===== src/hdl/fifoSync.sv =====
/*
  Synchronous FIFO
  Circular buffer of a type parameterised payload with full, empty and
  half levels and a popped pulse on every accepted read
  DEPTH 0 turns it into a combinational pass-through
*/
`timescale 1ns/10ps

module fifoSync #(
  parameter int  DEPTH    = 2,              // 0, 2, 4, 8 or 16
  parameter type payloadT = logic [31:0]
) (
  input  logic    clk,
  input  logic    rest,
  input  logic    write,
  input  logic    read,
  input  payloadT writeData,
  output payloadT readData,
  output logic    full,
  output logic    empty,
  output logic    half,
  output logic    popped
);

  generate
    if (DEPTH == 0) begin : gPass
      // No storage, the writer hands straight to the reader
      assign readData = writeData;
      // Empty follows the write alone, so the reader may depend on it
      assign empty    = !write;
      assign full     = write && !read; // Offered word not taken
      assign half     = write && !read;
      assign popped   = write && read;
    end else begin : gBuf
      // Pointers carry one extra wrap bit
      localparam int PTR_W = $clog2(DEPTH) + 1;
      localparam int IDX_W = PTR_W - 1;
      localparam logic [PTR_W-1:0] HALF_LVL = PTR_W'(DEPTH / 2);

      payloadT          array [DEPTH];
      logic [PTR_W-1:0] front;  // Oldest entry
      logic [PTR_W-1:0] rear;   // Next free slot
      logic [PTR_W-1:0] count;
      logic             wrapFull;
      logic             pushOk;
      logic             popOk;

      assign count    = rear - front;
      // Same slot index on opposite wraps
      assign wrapFull = (front[PTR_W-1] != rear[PTR_W-1]) &&
                        (front[IDX_W-1:0] == rear[IDX_W-1:0]);
      // A read in the same cycle frees a slot
      assign full     = wrapFull && !read;
      assign empty    = front == rear;
      assign half     = count >= HALF_LVL;

      assign pushOk   = write && (!full || read);
      assign popOk    = read && !empty;  // Read on empty ignored
      assign popped   = popOk;

      // Head of queue always on the output
      assign readData = array[front[IDX_W-1:0]];

      always_ff @(posedge clk) begin
        if (pushOk) begin
          array[rear[IDX_W-1:0]] <= writeData;
        end
      end

      always_ff @(posedge clk or negedge rest) begin
        if (!rest) begin
          front <= '0;
          rear  <= '0;
        end else begin
          if (pushOk) begin
            rear <= rear + PTR_W'(1);
          end
          if (popOk) begin
            front <= front + PTR_W'(1);
          end
        end
      end
    end
  endgenerate

endmodule


===== config.mk =====
export PLATFORM = sky130hd
export DESIGN_NAME = fifoSync
export DESIGN_NICKNAME = d
export VERILOG_FILES = /design/src/hdl/fifoSync.sv
export SDC_FILE = /design/constraint.sdc
export NUM_CORES = 1
export LEC_CHECK = 0
export ABC_AREA = 1
export BUFFER_PORTS_ARGS = -buffer_cell sky130_fd_sc_hd__buf_2
export CAP_MARGIN = 25
export CORE_MARGIN = 1.5
export CORE_UTILIZATION = 45
export CTS_BUF_LIST = sky130_fd_sc_hd__clkbuf_4 sky130_fd_sc_hd__clkbuf_8
export CTS_CLUSTER_SIZE = 40
export DETAILED_ROUTE_END_ITERATION = 6
export PLACE_DENSITY = 0.7
export SETUP_SLACK_MARGIN = 0.4
export SLEW_MARGIN = 0
export SYNTH_ARGS = -nofsm -noshare
export SYNTH_HDL_FRONTEND = slang
export SYNTH_SLANG_ARGS = --single-unit

===== constraint.sdc =====
create_clock -name clk -period 2.55 [get_ports clk]
set_clock_uncertainty 0.2 [all_clocks]
set_input_delay 0 -clock clk [delete_from_list [all_inputs] [get_ports clk]]
set_output_delay 0 -clock clk [all_outputs]
set_load 0.01 [all_outputs]

==> metrics.md <==
| Metric | Value |
|---|---|
| Comb power frac | `36.4%` |
| Worst setup EP type | `register` |
| Reg power frac | `39.9%` |
| Fmax achieved | `493 MHz` |
| Post-Syn Nets | `245` |
| Status | `finished clean` |
| WL/cell | `12.1 um` |
| Startpoint types | `register` |
| Die area | `6260 um2` |
| CTS HTree Levels | `3` |
| Vias in the first global route | `1,787` |
| Worst slew pin tran | `0.389 ns` |
| Via-per-instance ratio | `4.55` |
| Overall Global Routing Usage | `16.9%` |
| Initial DRC count | `67` |
| HPWL after DPL | `2890 um` |
| Pre-Repair DR Iteration Count | `4` |
| Top post-synthesis cells by count | `nand2_1 (107), edfxtp_1 (64), inv_1 (10)` |
| Post-Place Cells | `348` |
| Leakage dissipation | `1.65 nW` |
| Pint | `2.65 mW` |
| # IOs | `72` |
| RSZ-0062 raised after global routing | `false` |
| Number of port buffers | `71` |
| Crit-path max FO | `18` |
| GPL Wtd Cong | `0.705` |
| CTS root buf | `clkbuf_8` |
| Antenna Cells | `0` |
| Antenna Violating Nets Remaining | `0` |
| Share of synthesized flip-flops with an asynchronous set or reset | `5.88%` |
| Largest net degree at the start of global routing | `36` |
| Clock Latency Late Sink | `0.34 ns` |
| Maximum root-to-sink buffer count | `2` |
| Req. time, crit path | `2.44 ns` |
| Final min period | `2.03 ns` |
| WL final | `4870 um` |
| DR DRC count | `0` |
| Mapped Area | `2610 um2` |
| WP data arrival | `1.92 ns` |
| Dominant cell type by area after synthesis | `edfxtp_1` |
| Die Ht | `79.1 um` |
| Sw Share | `34.3%` |
| Hold crit path type | `in2reg` |
| Post-Place Worst Slack | `0.307 ns` |
| Starting Density | `47.0%` |
| First-pass GRT wire length | `7700 um` |
| Final net count | `364` |
| Setup ws final | `0.523 ns` |
| Maximum VDD drop | `559 uV` |
| Clock transition at path regs | `0.07 ns` |
| Switching pwr | `1.38 mW` |
| Core Box Area | `5540 um2` |
| Initial antenna violation count | `0` |
| Clk network pwr share | `23.7%` |
| # rows | `27` |
| Unique cell type count in the Yosys netlist | `14` |
| Power Total | `4.04 mW` |
| Yosys reg bits | `68` |
| Post-synth EDFFs | `64` |
| Most frequent cell after synthesis | `nand2_1` |
| Area Overhead vs Synth | `41.5%` |
| Fin. Hold Viols | `0` |
| CTS Buf Count | `9` |
| DR vias | `1,838` |
| Sequential element share of the synthesized area | `77.6%` |
| Final Setup Violations | `0` |
| Final Cycle Share | `79.5%` |
| Die X | `79.1 um` |
| Pwr per Cell Area | `1090 nW/um2` |
| Synth top area cells | `edfxtp_1 (74%), nand2_1 (15%), dfrtp_1 (3.8%)` |
| Min Hold Slack | `0.185 ns` |
| CTS sink count | `68` |
| Critical path type | `reg2reg` |
| Fraction of layout cells with a size suffix above 1 | `31.0%` |
| Total grt overflow | `0` |
| Slew Limit Fails | `0` |
| Main synth FF type | `edfxtp_1` |
| Final setup TNS | `0 ns` |
| Area share of the largest cell type after synthesis | `73.7%` |
| CTS tree | `yes` |
| Synth Warn # | `0` |
| Max-slew headroom at the worst pin | `74.1%` |
| Post-Syn Instances | `208` |
| Mean Syn Cell Area | `12.5 um2` |
| Maxcap violations | `0` |
| Post-route insts no fill | `404` |
critical path: stages, from the launching register on:
cell and delay, ns:
dfrtp_1 0.37, inv_1 0.07, ha_1 0.35, nand4_2 0.19, nand2_2 0.14, clkinvlp_4 0.23, buf_12 0.24
area by class of cell:
cell class / count / area, um2
well taps: 72 / 90.1
inverters: 12 / 55.1
fillers: 416 / 1850
clock inverters: 6 / 88.8
repair buffers: 115 / 803
flip-flops and latches: 68 / 2020
clock buffers: 10 / 131
multi-input cells: 121 / 497
cell families (layout without fill, tap and decap cells):
family          count (synthesis)  after routing  share of synthesized area (%)
flops                          68             68                           77.6
buf+inv                        19            143                           3.36
xor+xnor                        1              1                          0.336
compound gates                  2              2                          0.384
fa+ha+maj                       1              1                          0.480
simple gates                  117            117                           17.9
per-layer routing:
metal  global-route usage, %  routed length, um  vias up
met2                    29.7               2550       51
met3                    3.68                203       14
met5                       0                  0        -
met1                    18.1               1960      847
met4                    11.4                165        0
li1                        -                  -      926
power by group through the flow:
stage / combinational, mW / clock [mW] / sequential (mW)
3_5_place_dp: 1.40 / 0 / 1.63
2_1_floorplan: 0.879 / 0 / 1.63
4_1_cts: 1.49 / 0.973 / 1.61
3_3_place_gp: 1.38 / 0 / 1.63
5_1_grt: 1.64 / 1.02 / 1.63
6_report: 1.47 / 0.956 / 1.61
repair_timing:
| item | 4_1_cts | 5_1_grt |
|---|---|---|
| setup endpoints to repair | 18 | 18 |
| hold endpoints to repair | 72 | 0 |
| hold buffers | 37 | 0 |
| gates resized for setup | 0 | 3 |
| buffers inserted | 3 | 0 |
metrics by stage:
step / area, um2 / utilization [%]
final: 3690 / 66.6
after global placement: 3070 / 55.4
after global routing: 3690 / 66.6
after detailed placement: 3070 / 55.4
after CTS: 3680 / 66.4
after floorplan: 2610 / -
cell usage in the layout, fill, tap and decap left out, drive strengths merged:
cell type    count
xor2             1
clkinv           3
inv             10
ha               1
clkbuf          10
bufinv           2
edfxtp          64
buf             78
dlygate4sd3     37
o21ai            2
clkinvlp         3
dfrtp            4
nand2          112
nand4            1
nand3            4
worst paths after layout:
kind	cells after the start	slack (ns)	from	to
min in group asynchronous	3	0.37	rest	gBuf.rear[0]$_DFFE_PN0P_
max in group asynchronous	3	1.59	rest	gBuf.front[0]$_DFFE_PN0P_
hold / removal	2	0.19	writeData[7]	gBuf.array[1][7]$_DFFE_PP_
hold reg to reg	2	0.32	gBuf.rear[0]$_DFFE_PN0P_	gBuf.rear[0]$_DFFE_PN0P_
setup reg to reg	6	0.52	gBuf.rear[0]$_DFFE_PN0P_	gBuf.array[1][23]$_DFFE_PP_
setup / recovery	6	0.52	gBuf.rear[0]$_DFFE_PN0P_	gBuf.array[1][23]$_DFFE_PP_
flip-flops by register name, indices dropped and copies added, names as in the netlist:
| signal | count |
|---|---|
| gBuf.array | 64 |
| gBuf.front | 2 |
| gBuf.rear | 2 |
(Power assumes the default switching activity.)
