## src/hdl/memQueuePkg.sv

```systemverilog
/*
  Memory request queue package
  Widths of the word address, data and tag, plus the packed request
  and response payloads carried through the queue
*/
package memQueuePkg;

  // 256 word scratchpad
  parameter int ADDR_W = 8;
  parameter int DATA_W = 32;
  // Chosen by the producer, echoed in the response
  parameter int TAG_W  = 4;

  // Request as pushed by the producer, 45 bits
  typedef struct packed {
    logic              isWrite; // 1 stores data, 0 fetches a word
    logic [TAG_W-1:0]  tag;
    logic [ADDR_W-1:0] addr;    // Word address
    logic [DATA_W-1:0] data;    // Store data, ignored on a read
  } memReqT;

  // Response as seen by the consumer, 37 bits
  typedef struct packed {
    logic              wasWrite; // Copy of the request flag
    logic [TAG_W-1:0]  tag;
    // Read word, or the written data on a store
    logic [DATA_W-1:0] data;
  } memRespT;

endpackage

```

## src/hdl/requestIssue.sv

```systemverilog
/*
  Request issue controller
  Sends the head of the request FIFO to the RAM in order, gated by a
  credit counter sized to the response FIFO so no response is lost
*/
`timescale 1ns/10ps

module requestIssue
  import memQueuePkg::*;
#(
  parameter int CREDITS = 4      // Response slots downstream
) (
  input  logic   clk,
  input  logic   rest,
  input  logic   reqEmpty,       // From the request FIFO
  input  memReqT reqHead,        // Oldest request
  input  logic   respPopped,     // Consumer took a response
  output logic   issue,          // Also pops the request FIFO
  output memReqT issueReq
);

  // Counter has to hold CREDITS itself
  localparam int CNT_W = $clog2(CREDITS + 1);
  localparam logic [CNT_W-1:0] CNT_FULL = CNT_W'(CREDITS);

  logic [CNT_W-1:0] credits;
  logic             hasCredit;

  // A credit is one free slot across the RAM pipe and response FIFO
  assign hasCredit = credits != '0;

  // Pure combinational issue from flag and count
  assign issue = !reqEmpty && hasCredit;

  // Head request goes straight to the RAM
  assign issueReq = reqHead;

  // Spend on issue, return on pop, both at once leave it unchanged
  always_ff @(posedge clk or negedge rest) begin
    if (!rest) begin
      credits <= CNT_FULL;
    end else begin
      case ({issue, respPopped})
        2'b10:   credits <= credits - CNT_W'(1);
        2'b01:   credits <= credits + CNT_W'(1);
        default: credits <= credits;   // Idle or balanced
      endcase
    end
  end

endmodule

```

## config.mk

```make
export PLATFORM = sky130hd
export DESIGN_NAME = requestIssue
export DESIGN_NICKNAME = d
export VERILOG_FILES = /design/src/hdl/memQueuePkg.sv /design/src/hdl/requestIssue.sv
export SDC_FILE = /design/constraint.sdc
export NUM_CORES = 1
export LEC_CHECK = 0
export BUFFER_PORTS_ARGS = -buffer_cell sky130_fd_sc_hd__buf_2
export CAP_MARGIN = 40
export CORE_UTILIZATION = 27
export CTS_CLUSTER_SIZE = 24
export DETAILED_ROUTE_END_ITERATION = 8
export PLACE_DENSITY_LB_ADDON = 0.12
export SETUP_SLACK_MARGIN = 0.3
export SLEW_MARGIN = 20
export SYNTH_ARGS = -nofsm -noshare
export SYNTH_HDL_FRONTEND = slang
export SYNTH_SLANG_ARGS = --single-unit
```

## constraint.sdc

```tcl
create_clock -name clk -period 5.3 [get_ports clk]
set_input_delay 1.325 -clock clk [delete_from_list [all_inputs] [get_ports clk]]
set_output_delay 1.325 -clock clk [all_outputs]
set_load 0.005 [all_outputs]
```

==> metrics.csv, run 1 <==
stage,metric,value,unit
pwr,max-vdd-ir-drop,0.164,mV
cts,cts.sinks,3,
sta,skew,1.53,ps
cells_and_area,nets,74,
grt,grt_start_max_net_pins,4,
synth,syn_area,507,sq um
pwr,switching_share,31.0,%
worst_hold_path,hp-class,flip-flop to flip-flop,
grt,antenna_found_initial,0,
synth,synthCells,59,
critical_path,path_cells,"buf_2, or2_1, inv_1, buf_2",
cts,cts_resized,0,
cts,cts_buffers,3,
critical_path,r2r_cells,8,
grt,grt_first_pass_wirelength,586,um
critical_path,crit_path_start_kind,input port,
place,gp_congestion,0.590,
worst_hold_path,hp-start,credits[2]$_DFFE_PN1P_,
outcome,status,finished clean,
sta,fin_setup_tns,0,ps
sta,hold_slack,524,ps
critical_path,critPathArrivalTime,1810,ps
cells_and_area,top_register,credits,
cts,clk_pin_slew,30,ps
cts,ctsHoldBuffers,0,
critical_path,cp_slowest_cell,or2_1,
route,wl_per_cell,9.87,um
cells_and_area,layout-drive-gt1-share,40.9,%
floorplanning,fp.coreArea,1750,sq um
cells_and_area,largest_reg_flops,3,
cts,cts_max_level,1,
cts,clk_latency,230,ps
critical_path,worstPathMaxFanout,2,
worst_hold_path,min_to,credits[2]$_DFFE_PN1P_,
place,post-dp-hpwl,363,um
synth,synth_fp_nets,110,
cts,post-cts-setup-buffers,0,
sta,fin_crit,3130,ps
critical_path,crit_top_cell,buf_2,
route,drt_first_pass_iters,1,
floorplanning,initial_utilization,29.0,%
grt,grt_overflow,0,
sta,setup-violations-final,0,
synth,avgSynthCellArea,8.59,sq um
sta,post-route-period-util,59.1,%
sta,fmax,319,MHz
worst_hold_path,min_path_cells,1,
pwr,p_comb_share,34.6,%
pwr,p_clk_share,28.3,%
synth,ys_ff_latch,3,
synth,synth_area_leaders,"buf_4 67%, dfrtp_1 9.9%, dfstp_2 5.2%",
critical_path,worstPathRequired,3970,ps
critical_path,r2r-start,credits[0]$_DFFE_PN0P_,
route,drt_iter0_drc,0,
synth,synth_largest_area_cell,buf_4,
cts,clockBufferDepth,2,
sta,final_hold_viol_count,0,
critical_path,path_class,input port to output pin,
sta,rsz0062_at_grt,no,
cells_and_area,antenna_cells,0,
route,drc,0,
route,via_per_inst,3.38,
floorplanning,ios,95,
cts,root_buffer,clkbuf_4,
sta,worst_pin_slew,160,ps
cells_and_area,design_area,246,sq um
pwr,p_per_area,554,nW/um^2
route,antenna_left,0,
critical_path,worstSetupEndpointType,output pin,
sta,relSlewSlack,89.3,%
pwr,switchingPower,0.0424,mW
cells_and_area,top_regs,credits (3),
floorplanning,num_rows,15,
critical_path,reg2reg_to,credits[2]$_DFFE_PN1P_,
route,vias,159,
pwr,p_leak,0.109,nW
grt,grt_usage,4.32,%
route,drt-total-wl,464,um
pwr,internal_power,0.0942,mW
cells_and_area,area_delta_synth_final,-51.4,%
flow_run,drv_cap,0,
pwr,p_seq_share,37.1,%
floorplanning,fp.dieW,45.3,um
sta,slew_violations,0,
place,numPortBuffers,4,
critical_path,cp_slowest_stage_delay,240,ps
synth,synth.distinct_cells,12,
place,place_area,220,sq um
floorplanning,die-area,2050,sq um
floorplanning,fp.dieH,45.3,um
critical_path,critPathBufInv,3,
cts,cts_tree,done,
synth,synth_top_cell_area_share,66.7,%
synth,seq_area_frac_synth,15.1,%
synth,synth-warning-count,0,
grt,grt_pass1_vias,154,
critical_path,rrSetupSlack,3410,ps
critical_path,crit_family,buffers and inverters,
[layer usage]
layer,track usage [%],up-vias,part of all wire (%)
li1,-,60,-
met1,3.90,77,38
met2,4.35,18,35
met3,5.20,4,24
met4,4.85,0,1.9
met5,0,-,0
[logic make-up (layout without fill, tap and decap cells)]
group	after synthesis	after routing	synth area share [%]
muxes	1	1	2.22
xor gates and xnor gates	3	3	5.19
DFF	3	3	15.1
adders and majority gates	2	2	6.42
buffers and inverters	47	10	68.1
and+or+nand+nor	3	3	2.96
[synthesized netlist by cell type]
cell type	number
nor3_1	1
dfstp_2	1
mux2_2	1
ha_1	1
buf_4	45
nor2_1	1
xnor2_1	1
fa_1	1
inv_1	2
dfrtp_1	2
or2_1	1
xor2_1	2
[power groups by stage]
stage | Clock [mW] | Combinational, mW | Sequential (mW)
5_1_grt | 0.0440 | 0.0540 | 0.0519
3_3_place_gp | 0 | 0.0495 | 0.0515
2_1_floorplan | 0 | 0.0645 | 0.0489
4_1_cts | 0.0410 | 0.0485 | 0.0508
6_report | 0.0386 | 0.0473 | 0.0507
3_5_place_dp | 0 | 0.0466 | 0.0511
[placed cells by master (no fill, tap or decap)]
cell and instances:
buf_2 4, nor3_1 1, clkbuf_4 3, fa_1 1, nor2_1 1, ha_1 1
clkbuf_1 1, dfstp_2 1, mux2_2 1, xor2_1 2, or2_1 1, dfrtp_1 2
inv_1 2, xnor2_1 1
[worst register-to-register path, cell delays in order (launching register included)]
cell and delay (ps):
dfrtp_1 410, nor3_1 190, or2_1 150, ha_1 180
inv_1 60, fa_1 380, xor2_1 170, nor2_1 120
xor2_1 170
[metrics by stage]
stage               cells  setup slack, ps  utilization, %  power, mW
floorplan              59             2360               -      0.113
global placement       43             2170            12.6      0.101
detailed placement     43             2160            12.6     0.0977
CTS                    47             2160            14.1      0.140
global route           47             2140            14.1      0.150
finish                 47             2170            14.1      0.137
[how the worst max path moves through the flow]
stage / start / end / cells after the start
global route: reqEmpty / issue / 4
floorplan: reqEmpty / issue / 2
finish: reqEmpty / issue / 4
detailed placement: reqEmpty / issue / 4
CTS: reqEmpty / issue / 4
global placement: reqEmpty / issue / 4
[final cells by class]
type | instances | area (sq um)
Sequential cell | 3 | 76.3
Tap cell | 25 | 31.3
Inverter | 2 | 7.51
Fill cell | 200 | 1500
Multi-Input combinational cell | 9 | 85.1
Clock buffer | 4 | 26.3
Timing Repair Buffer | 4 | 20.0
No activity file was read; power rests on OpenSTA's default activity.
==> inputs of run 2 (changes only) <==
- CORE_UTILIZATION: 27 -> 25
- clock period: 5.3 -> 3.2 ns (I/O delays scaled with it)
==> run 2 against run 1 <==
Total power increased by 69%. Register-to-register slack worse by 2100 ps. Sequential power rose by 66%. Design area did not move. Critical endpoint unchanged. Clock power grew 69%. Core utilization is 0.58 points lower. Clock skew increased by 0.52 ps. Cell count is the same. Critical path type unchanged. Setup slack lost 1100 ps.
==> metrics.csv, run 2 (synthesized netlist as in run 1, its figures left out) <==
stage,metric,value,unit,change
outcome,status,finished clean,,
route,drc,0,,unchanged
cells_and_area,top_regs,credits (3),,
critical_path,crit_path_start_kind,input port,,
sta,slew_violations,0,,unchanged
sta,relSlewSlack,88.7,%,-0.54 points
cts,root_buffer,clkbuf_4,,
critical_path,critPathArrivalTime,1280,ps,-530 ps
cts,clk_latency,230,ps,about the same
cells_and_area,nets,74,,unchanged
grt,grt_first_pass_wirelength,717,um,+22%
sta,fin_crit,2080,ps,
grt,busiest_layer,met4,,
pwr,p_clk_share,28.3,%,about the same
worst_hold_path,hp-class,input port to async pin,,
sta,worst_pin_slew,168,ps,+8.06 ps
sta,fin_ws,1120,ps,-1050 ps
critical_path,r2r-start,credits[2]$_DFFE_PN1P_,,
place,post-dp-hpwl,417,um,+15%
cts,cts_tree,done,,
grt,antenna_found_initial,0,,unchanged
place,numPortBuffers,4,,unchanged
cells_and_area,layout-drive-gt1-share,40.9,%,unchanged
cts,cts_buffers,3,,unchanged
pwr,max-vdd-ir-drop,0.197,mV,+20%
grt,grt_use_met1,4.63,%,+0.73 points
cells_and_area,final_cell_mix,"4 x buf_2, 3 x clkbuf_4, 2 x inv_1, 2 x xor2_1, 2 x dfrtp_1",,
cells_and_area,area_delta_synth_final,-51.4,%,unchanged
pwr,power.total,0.230,mW,+69%
sta,setup-violations-final,0,,unchanged
cells_and_area,final_common_cell,buf_2,,
sta,fin_setup_tns,0,ps,unchanged
grt,grt_start_max_net_pins,4,,unchanged
route,drt-total-wl,522,um,+13%
pwr,p_leak,0.109,nW,unchanged
floorplanning,fp.coreArea,1820,sq um,+4.3%
route,drt_first_pass_iters,1,,unchanged
flow_run,drv_cap,0,,unchanged
grt,grt_overflow,0,,unchanged
critical_path,worstPathMaxFanout,2,,unchanged
sta,fmax,480,MHz,
pwr,switchingPower,0.0738,mW,+74%
grt,use_met2,5.00,%,+0.65 points
pwr,p_per_area,934,nW/um^2,+69%
cells_and_area,top_register,credits,,
floorplanning,ios,95,,unchanged
sta,skew,2.04,ps,+0.517 ps
critical_path,worstPathRequired,2400,ps,-1570 ps
sta,post-route-period-util,65.1,%,
place,place_area,220,sq um,unchanged
cts,clk_pin_slew,40,ps,about the same
cells_and_area,design_area,246,sq um,unchanged
pwr,p_seq_share,36.5,%,-0.6 points
cells_and_area,multi_input_area,85.1,sq um,unchanged
floorplanning,fp.dieH,47.0,um,+3.8%
cts,cts.sinks,3,,unchanged
floorplanning,fp.dieW,47.0,um,+3.8%
cts,cts_resized,0,,unchanged
critical_path,path_class,input port to output pin,,
route,wl_per_cell,11.1,um,+13%
cells_and_area,largest_reg_flops,3,,unchanged
critical_path,startpoint,reqEmpty,,
floorplanning,initial_utilization,27.8,%,-1.2 points
route,drt_iter0_drc,0,,unchanged
critical_path,worstSetupEndpointType,output pin,,
route,antenna_left,0,,unchanged
sta,final_hold_viol_count,0,,unchanged
cts,cts_max_level,1,,unchanged
route,vias,141,,-11%
cts,clockBufferDepth,2,,unchanged
cells_and_area,regArea,76.3,sq um,unchanged
pwr,p_comb_share,35.2,%,+0.6 points
cells_and_area,antenna_cells,0,,unchanged
cts,post-cts-setup-buffers,0,,unchanged
sta,rsz0062_at_grt,no,,
pwr,internal_power,0.156,mW,+66%
cts,ctsHoldBuffers,0,,unchanged
grt,grt_pass1_vias,166,,+7.8%
cells_and_area,fill_cells,221,,+11%
place,place_ws,969,ps,-1190 ps
floorplanning,die-area,2210,sq um,+7.6%
place,gp_congestion,0.551,,-6.6%
sta,hold_slack,358,ps,-166 ps
grt,grt_usage,5.45,%,+1.1 points
grt,met3_usage,6.54,%,+1.3 points
route,via_per_inst,3.00,,-11%
pwr,switching_share,32.0,%,+1.0 points
floorplanning,num_rows,15,,unchanged
run 2: layout make-up:
cell class / instances / area share (%)
multi-input combinational: 9 / 34.5
timing repair buffer: 4 / 8.12
tap: 25 / 12.7
inverter: 2 / 3.05
sequential: 3 / 31.0
clock buffer: 4 / 10.7
run 2: power by group through the flow:
stage          logic, mW  registers, mW  clock network [mW]
6_report          0.0810         0.0840              0.0652
5_1_grt           0.0929         0.0871              0.0765
4_1_cts           0.0831         0.0849              0.0700
3_5_place_dp      0.0820         0.0853                   0
3_3_place_gp      0.0809         0.0853                   0
2_1_floorplan      0.107         0.0810                   0
run 2: critical path, stage by stage:
cell	delay [ps]
buf_2	90
or2_1	240
inv_1	60
buf_2	100
run 2: final timing paths:
check	to	slack, ps	depth (start not counted)
worst max-delay path	issue	1120	4
worst min-delay path	credits[0]$_DFFE_PN0P_	360	1
worst max register to register	credits[1]$_DFFE_PN0P_	1300	6
worst min register to register	credits[2]$_DFFE_PN1P_	520	1
max in group asynchronous	credits[2]$_DFFE_PN1P_	2650	1
min in group clk	credits[2]$_DFFE_PN1P_	520	1
run 2: stage by stage:
stage	util, %	cells
detailed placement	12.1	43
floorplan	-	59
global placement	12.1	43
CTS	13.5	47
global route	13.5	47
finish	13.5	47
run 2: metal layers:
layer	part of all wire [%]	up-vias	routed length, um
met4	0	0	0
li1	-	58	-
met2	40	15	208
met3	25	0	133
met1	34	68	180
met5	0	-	0
==> inputs of run 3 (changes only) <==
- ABC_AREA: unset -> 1
- CORE_UTILIZATION: 25 -> 26
- clock period: 3.2 -> 1.98 ns (I/O delays scaled with it)
==> run 3 against run 2 <==
Setup slack lost 790 ps. First-iteration DRC count grew 4. Design area grew 39%. Area after synthesis grew 4.4%. Largest power group is now combinational cells. Synthesized cell count grew 14%. Critical path depth grew 4. Combinational power grew to 3.3 times the previous value. Sequential share of layout area shrank 8.6 points.
==> metrics.csv, run 3 <==
stage,metric,value,unit,change
outcome,status,finished clean,,
synth,synth_top_cell_area_share,63.8,%,-2.8 points
place,gp_congestion,0.616,,+12%
critical_path,path_cells,"inv_2, a31oi_4, inv_2, ha_4, inv_2, fa_1, nand2_1, o21ai_2",,
cells_and_area,stdcell_count,61,,+30%
worst_hold_path,hp-class,input port to async pin,,
cells_and_area,area_delta_synth_final,-35.5,%,
sta,fin_ws,327,ps,-789 ps
synth,ys_ff_latch,3,,unchanged
route,vias,215,,+52%
floorplanning,fp.coreArea,1820,sq um,unchanged
route,drt-total-wl,619,um,+19%
cells_and_area,final_cell_mix,"6 x buf_4, 4 x inv_2, 4 x nand2_1, 4 x buf_2",,
cells_and_area,layout-drive-gt1-share,61.1,%,+20 points
floorplanning,ios,95,,unchanged
critical_path,crit_family,adder cells,,
synth,synthCells,67,,+14%
grt,grt_pass1_vias,205,,+23%
grt,grt_start_max_net_pins,5,,+1
grt,antenna_found_initial,0,,unchanged
cts,clk_pin_slew,40,ps,about the same
route,drc,0,,unchanged
sta,fin_setup_tns,0,ps,unchanged
synth,synth_area_leaders,"buf_4 64%, dfrtp_1 9.5%, dfstp_2 5.0%",,
route,wl_per_cell,10.1,um,-8.6%
place,dp_cells,51,,+19%
sta,final_hold_viol_count,0,,unchanged
synth,synth_fp_nets,118,,+7.3%
cells_and_area,largest_reg_flops,3,,unchanged
critical_path,crit_top_cell,inv_2,,
critical_path,critPathBufInv,3,,unchanged
route,drt_first_pass_iters,2,,+1
synth,synth-edff-count,0,,unchanged
sta,rsz0062_at_grt,yes,,
critical_path,worstPathMaxFanout,2,,unchanged
sta,slew_violations,0,,unchanged
critical_path,critPathArrivalTime,1770,ps,+490 ps
synth,synth_commonest_cells,"45 x buf_4, 6 x inv_1, 5 x nand2_1, 2 x dfrtp_1",,
cts,cts_buffers,3,,unchanged
cts,root_buffer,clkbuf_4,,
place,place_area,243,sq um,+10%
floorplanning,die-area,2220,sq um,+0.40%
critical_path,path_class,flip-flop to flip-flop,,
grt,grt_usage,5.75,%,+0.31 points
sta,fin_crit,1650,ps,
pwr,p_leak,0.163,nW,+49%
sta,relSlewSlack,91.2,%,+2.4 points
cts,clk_latency,230,ps,about the same
floorplanning,fp.dieW,47.1,um,+0.20%
synth,synth_largest_area_cell,buf_4,,
critical_path,worstSetupEndpointType,flip-flop,,
sta,setup-violations-final,0,,unchanged
floorplanning,num_rows,15,,unchanged
place,place_ws,197,ps,-772 ps
synth,synth.distinct_cells,13,,+1
sta,post-route-period-util,83.5,%,
critical_path,cp_slowest_stage_delay,530,ps,+290 ps
grt,grt_overflow,0,,unchanged
cells_and_area,final_common_cell,buf_4,,
floorplanning,initial_utilization,29.1,%,+1.2 points
place,numPortBuffers,4,,unchanged
route,antenna_left,0,,unchanged
cells_and_area,top_register,credits,,
pwr,p_per_area,1470,nW/um^2,+57%
critical_path,cp_slowest_cell,dfstp_2,,
floorplanning,fp.dieH,47.1,um,+0.20%
cts,cts.sinks,3,,unchanged
cts,cts_max_level,1,,unchanged
critical_path,rrSetupSlack,330,ps,-970 ps
route,drt_iter0_drc,4,,+4
grt,grt_first_pass_wirelength,828,um,+15%
critical_path,worstPathRequired,2090,ps,-310 ps
synth,synth-warning-count,0,,unchanged
synth,syn_area,529,sq um,+4.4%
sta,worst_pin_slew,132,ps,-35.9 ps
cts,ctsHoldBuffers,0,,unchanged
synth,seq_area_frac_synth,14.4,%,-0.64 points
cells_and_area,design_area,342,sq um,+39%
synth,synthFlopType,dfrtp_1,,
sta,fmax,605,MHz,
cts,clockBufferDepth,2,,unchanged
synth,synth_most_common_cell,buf_4,,
cells_and_area,antenna_cells,0,,unchanged
route,via_per_inst,3.52,,+17%
critical_path,crit_path_start_kind,flip-flop,,
sta,skew,1.30,ps,-0.742 ps
flow_run,drv_cap,0,,unchanged
synth,avgSynthCellArea,7.90,sq um,-8.0%
synth,async_flop_share,100,%,unchanged
pwr,max-vdd-ir-drop,0.607,mV,+210%
cells_and_area,nets,88,,+19%
cts,cts_tree,done,,
cells_and_area,top_regs,credits (3),,
[run 3: stage by stage]
stage / utilization [%] / hold slack, ps / power, mW
after floorplan: - / 199 / 0.324
after global placement: 13.3 / 291 / 0.293
after detailed placement: 13.3 / 291 / 0.294
after CTS: 17.6 / 43.5 / 0.458
after global routing: 18.8 / 41.3 / 0.557
final: 18.8 / 50.5 / 0.502
[run 3: cells by family (layout without fill, tap and decap cells)]
family,Yosys count,in the layout,synth area share (%)
buffers and inverters,52,21,68.8
AND/OR/NAND/NOR,7,7,5.67
flip-flops,3,3,14.4
adder cells (fa/ha/maj),2,2,6.15
AO/OA/AOI/OAI,2,2,3.31
XOR/XNOR,1,1,1.66
[run 3: timing repair]
| item | CTS | global route |
|---|---|---|
| setup endpoints to repair | 1 | 2 |
| buffers inserted | 4 | 2 |
| gates resized for setup | 6 | 3 |
| pin swaps | 3 | 3 |
[run 3: layout make-up]
cell class	instances	area, sq um
Fill cell	233	1480
Timing Repair Buffer	10	65.1
Inverter	7	26.3
Tap cell	25	31.3
Multi-Input combinational cell	12	116
Clock buffer	4	26.3
Sequential cell	3	76.3
[run 3: power by group]
| part | leakage (nW) | total [mW] | internal (mW) | switching [mW] |
|---|---|---|---|---|
| clock network | 0.0150 | 0.105 | 0.0754 | 0.0298 |
| logic | 0.114 | 0.267 | 0.134 | 0.134 |
| registers | 0.0343 | 0.130 | 0.102 | 0.0272 |
[run 3: final timing paths]
kind | startpoint | end | depth (start not counted)
min in group clk | credits[2]$_DFFE_PN1P_ | credits[2]$_DFFE_PN1P_ | 2
max in group asynchronous | rest | credits[2]$_DFFE_PN1P_ | 1
setup reg to reg | credits[2]$_DFFE_PN1P_ | credits[1]$_DFFE_PN0P_ | 8
hold / removal | rest | credits[1]$_DFFE_PN0P_ | 1
hold reg to reg | credits[2]$_DFFE_PN1P_ | credits[2]$_DFFE_PN1P_ | 2
setup / recovery | credits[2]$_DFFE_PN1P_ | credits[1]$_DFFE_PN0P_ | 8
[run 3: worst reg2reg max path: cells and delay by family, from the launching register on]
kind	cells	cell delay, ps
flops	1	530
buf+inv	3	170
simple gates	1	90
compound gates	2	180
fa+ha+maj	2	570
[run 3: metal layers]
metal  part of all wire (%)  vias to the layer above  global-route usage [%]
li1                       -                       93                       -
met1                     38                       91                    6.68
met2                     44                       27                    5.28
met3                     17                        4                    3.08
met4                    1.3                        0                    9.71
met5                      0                        -                       0
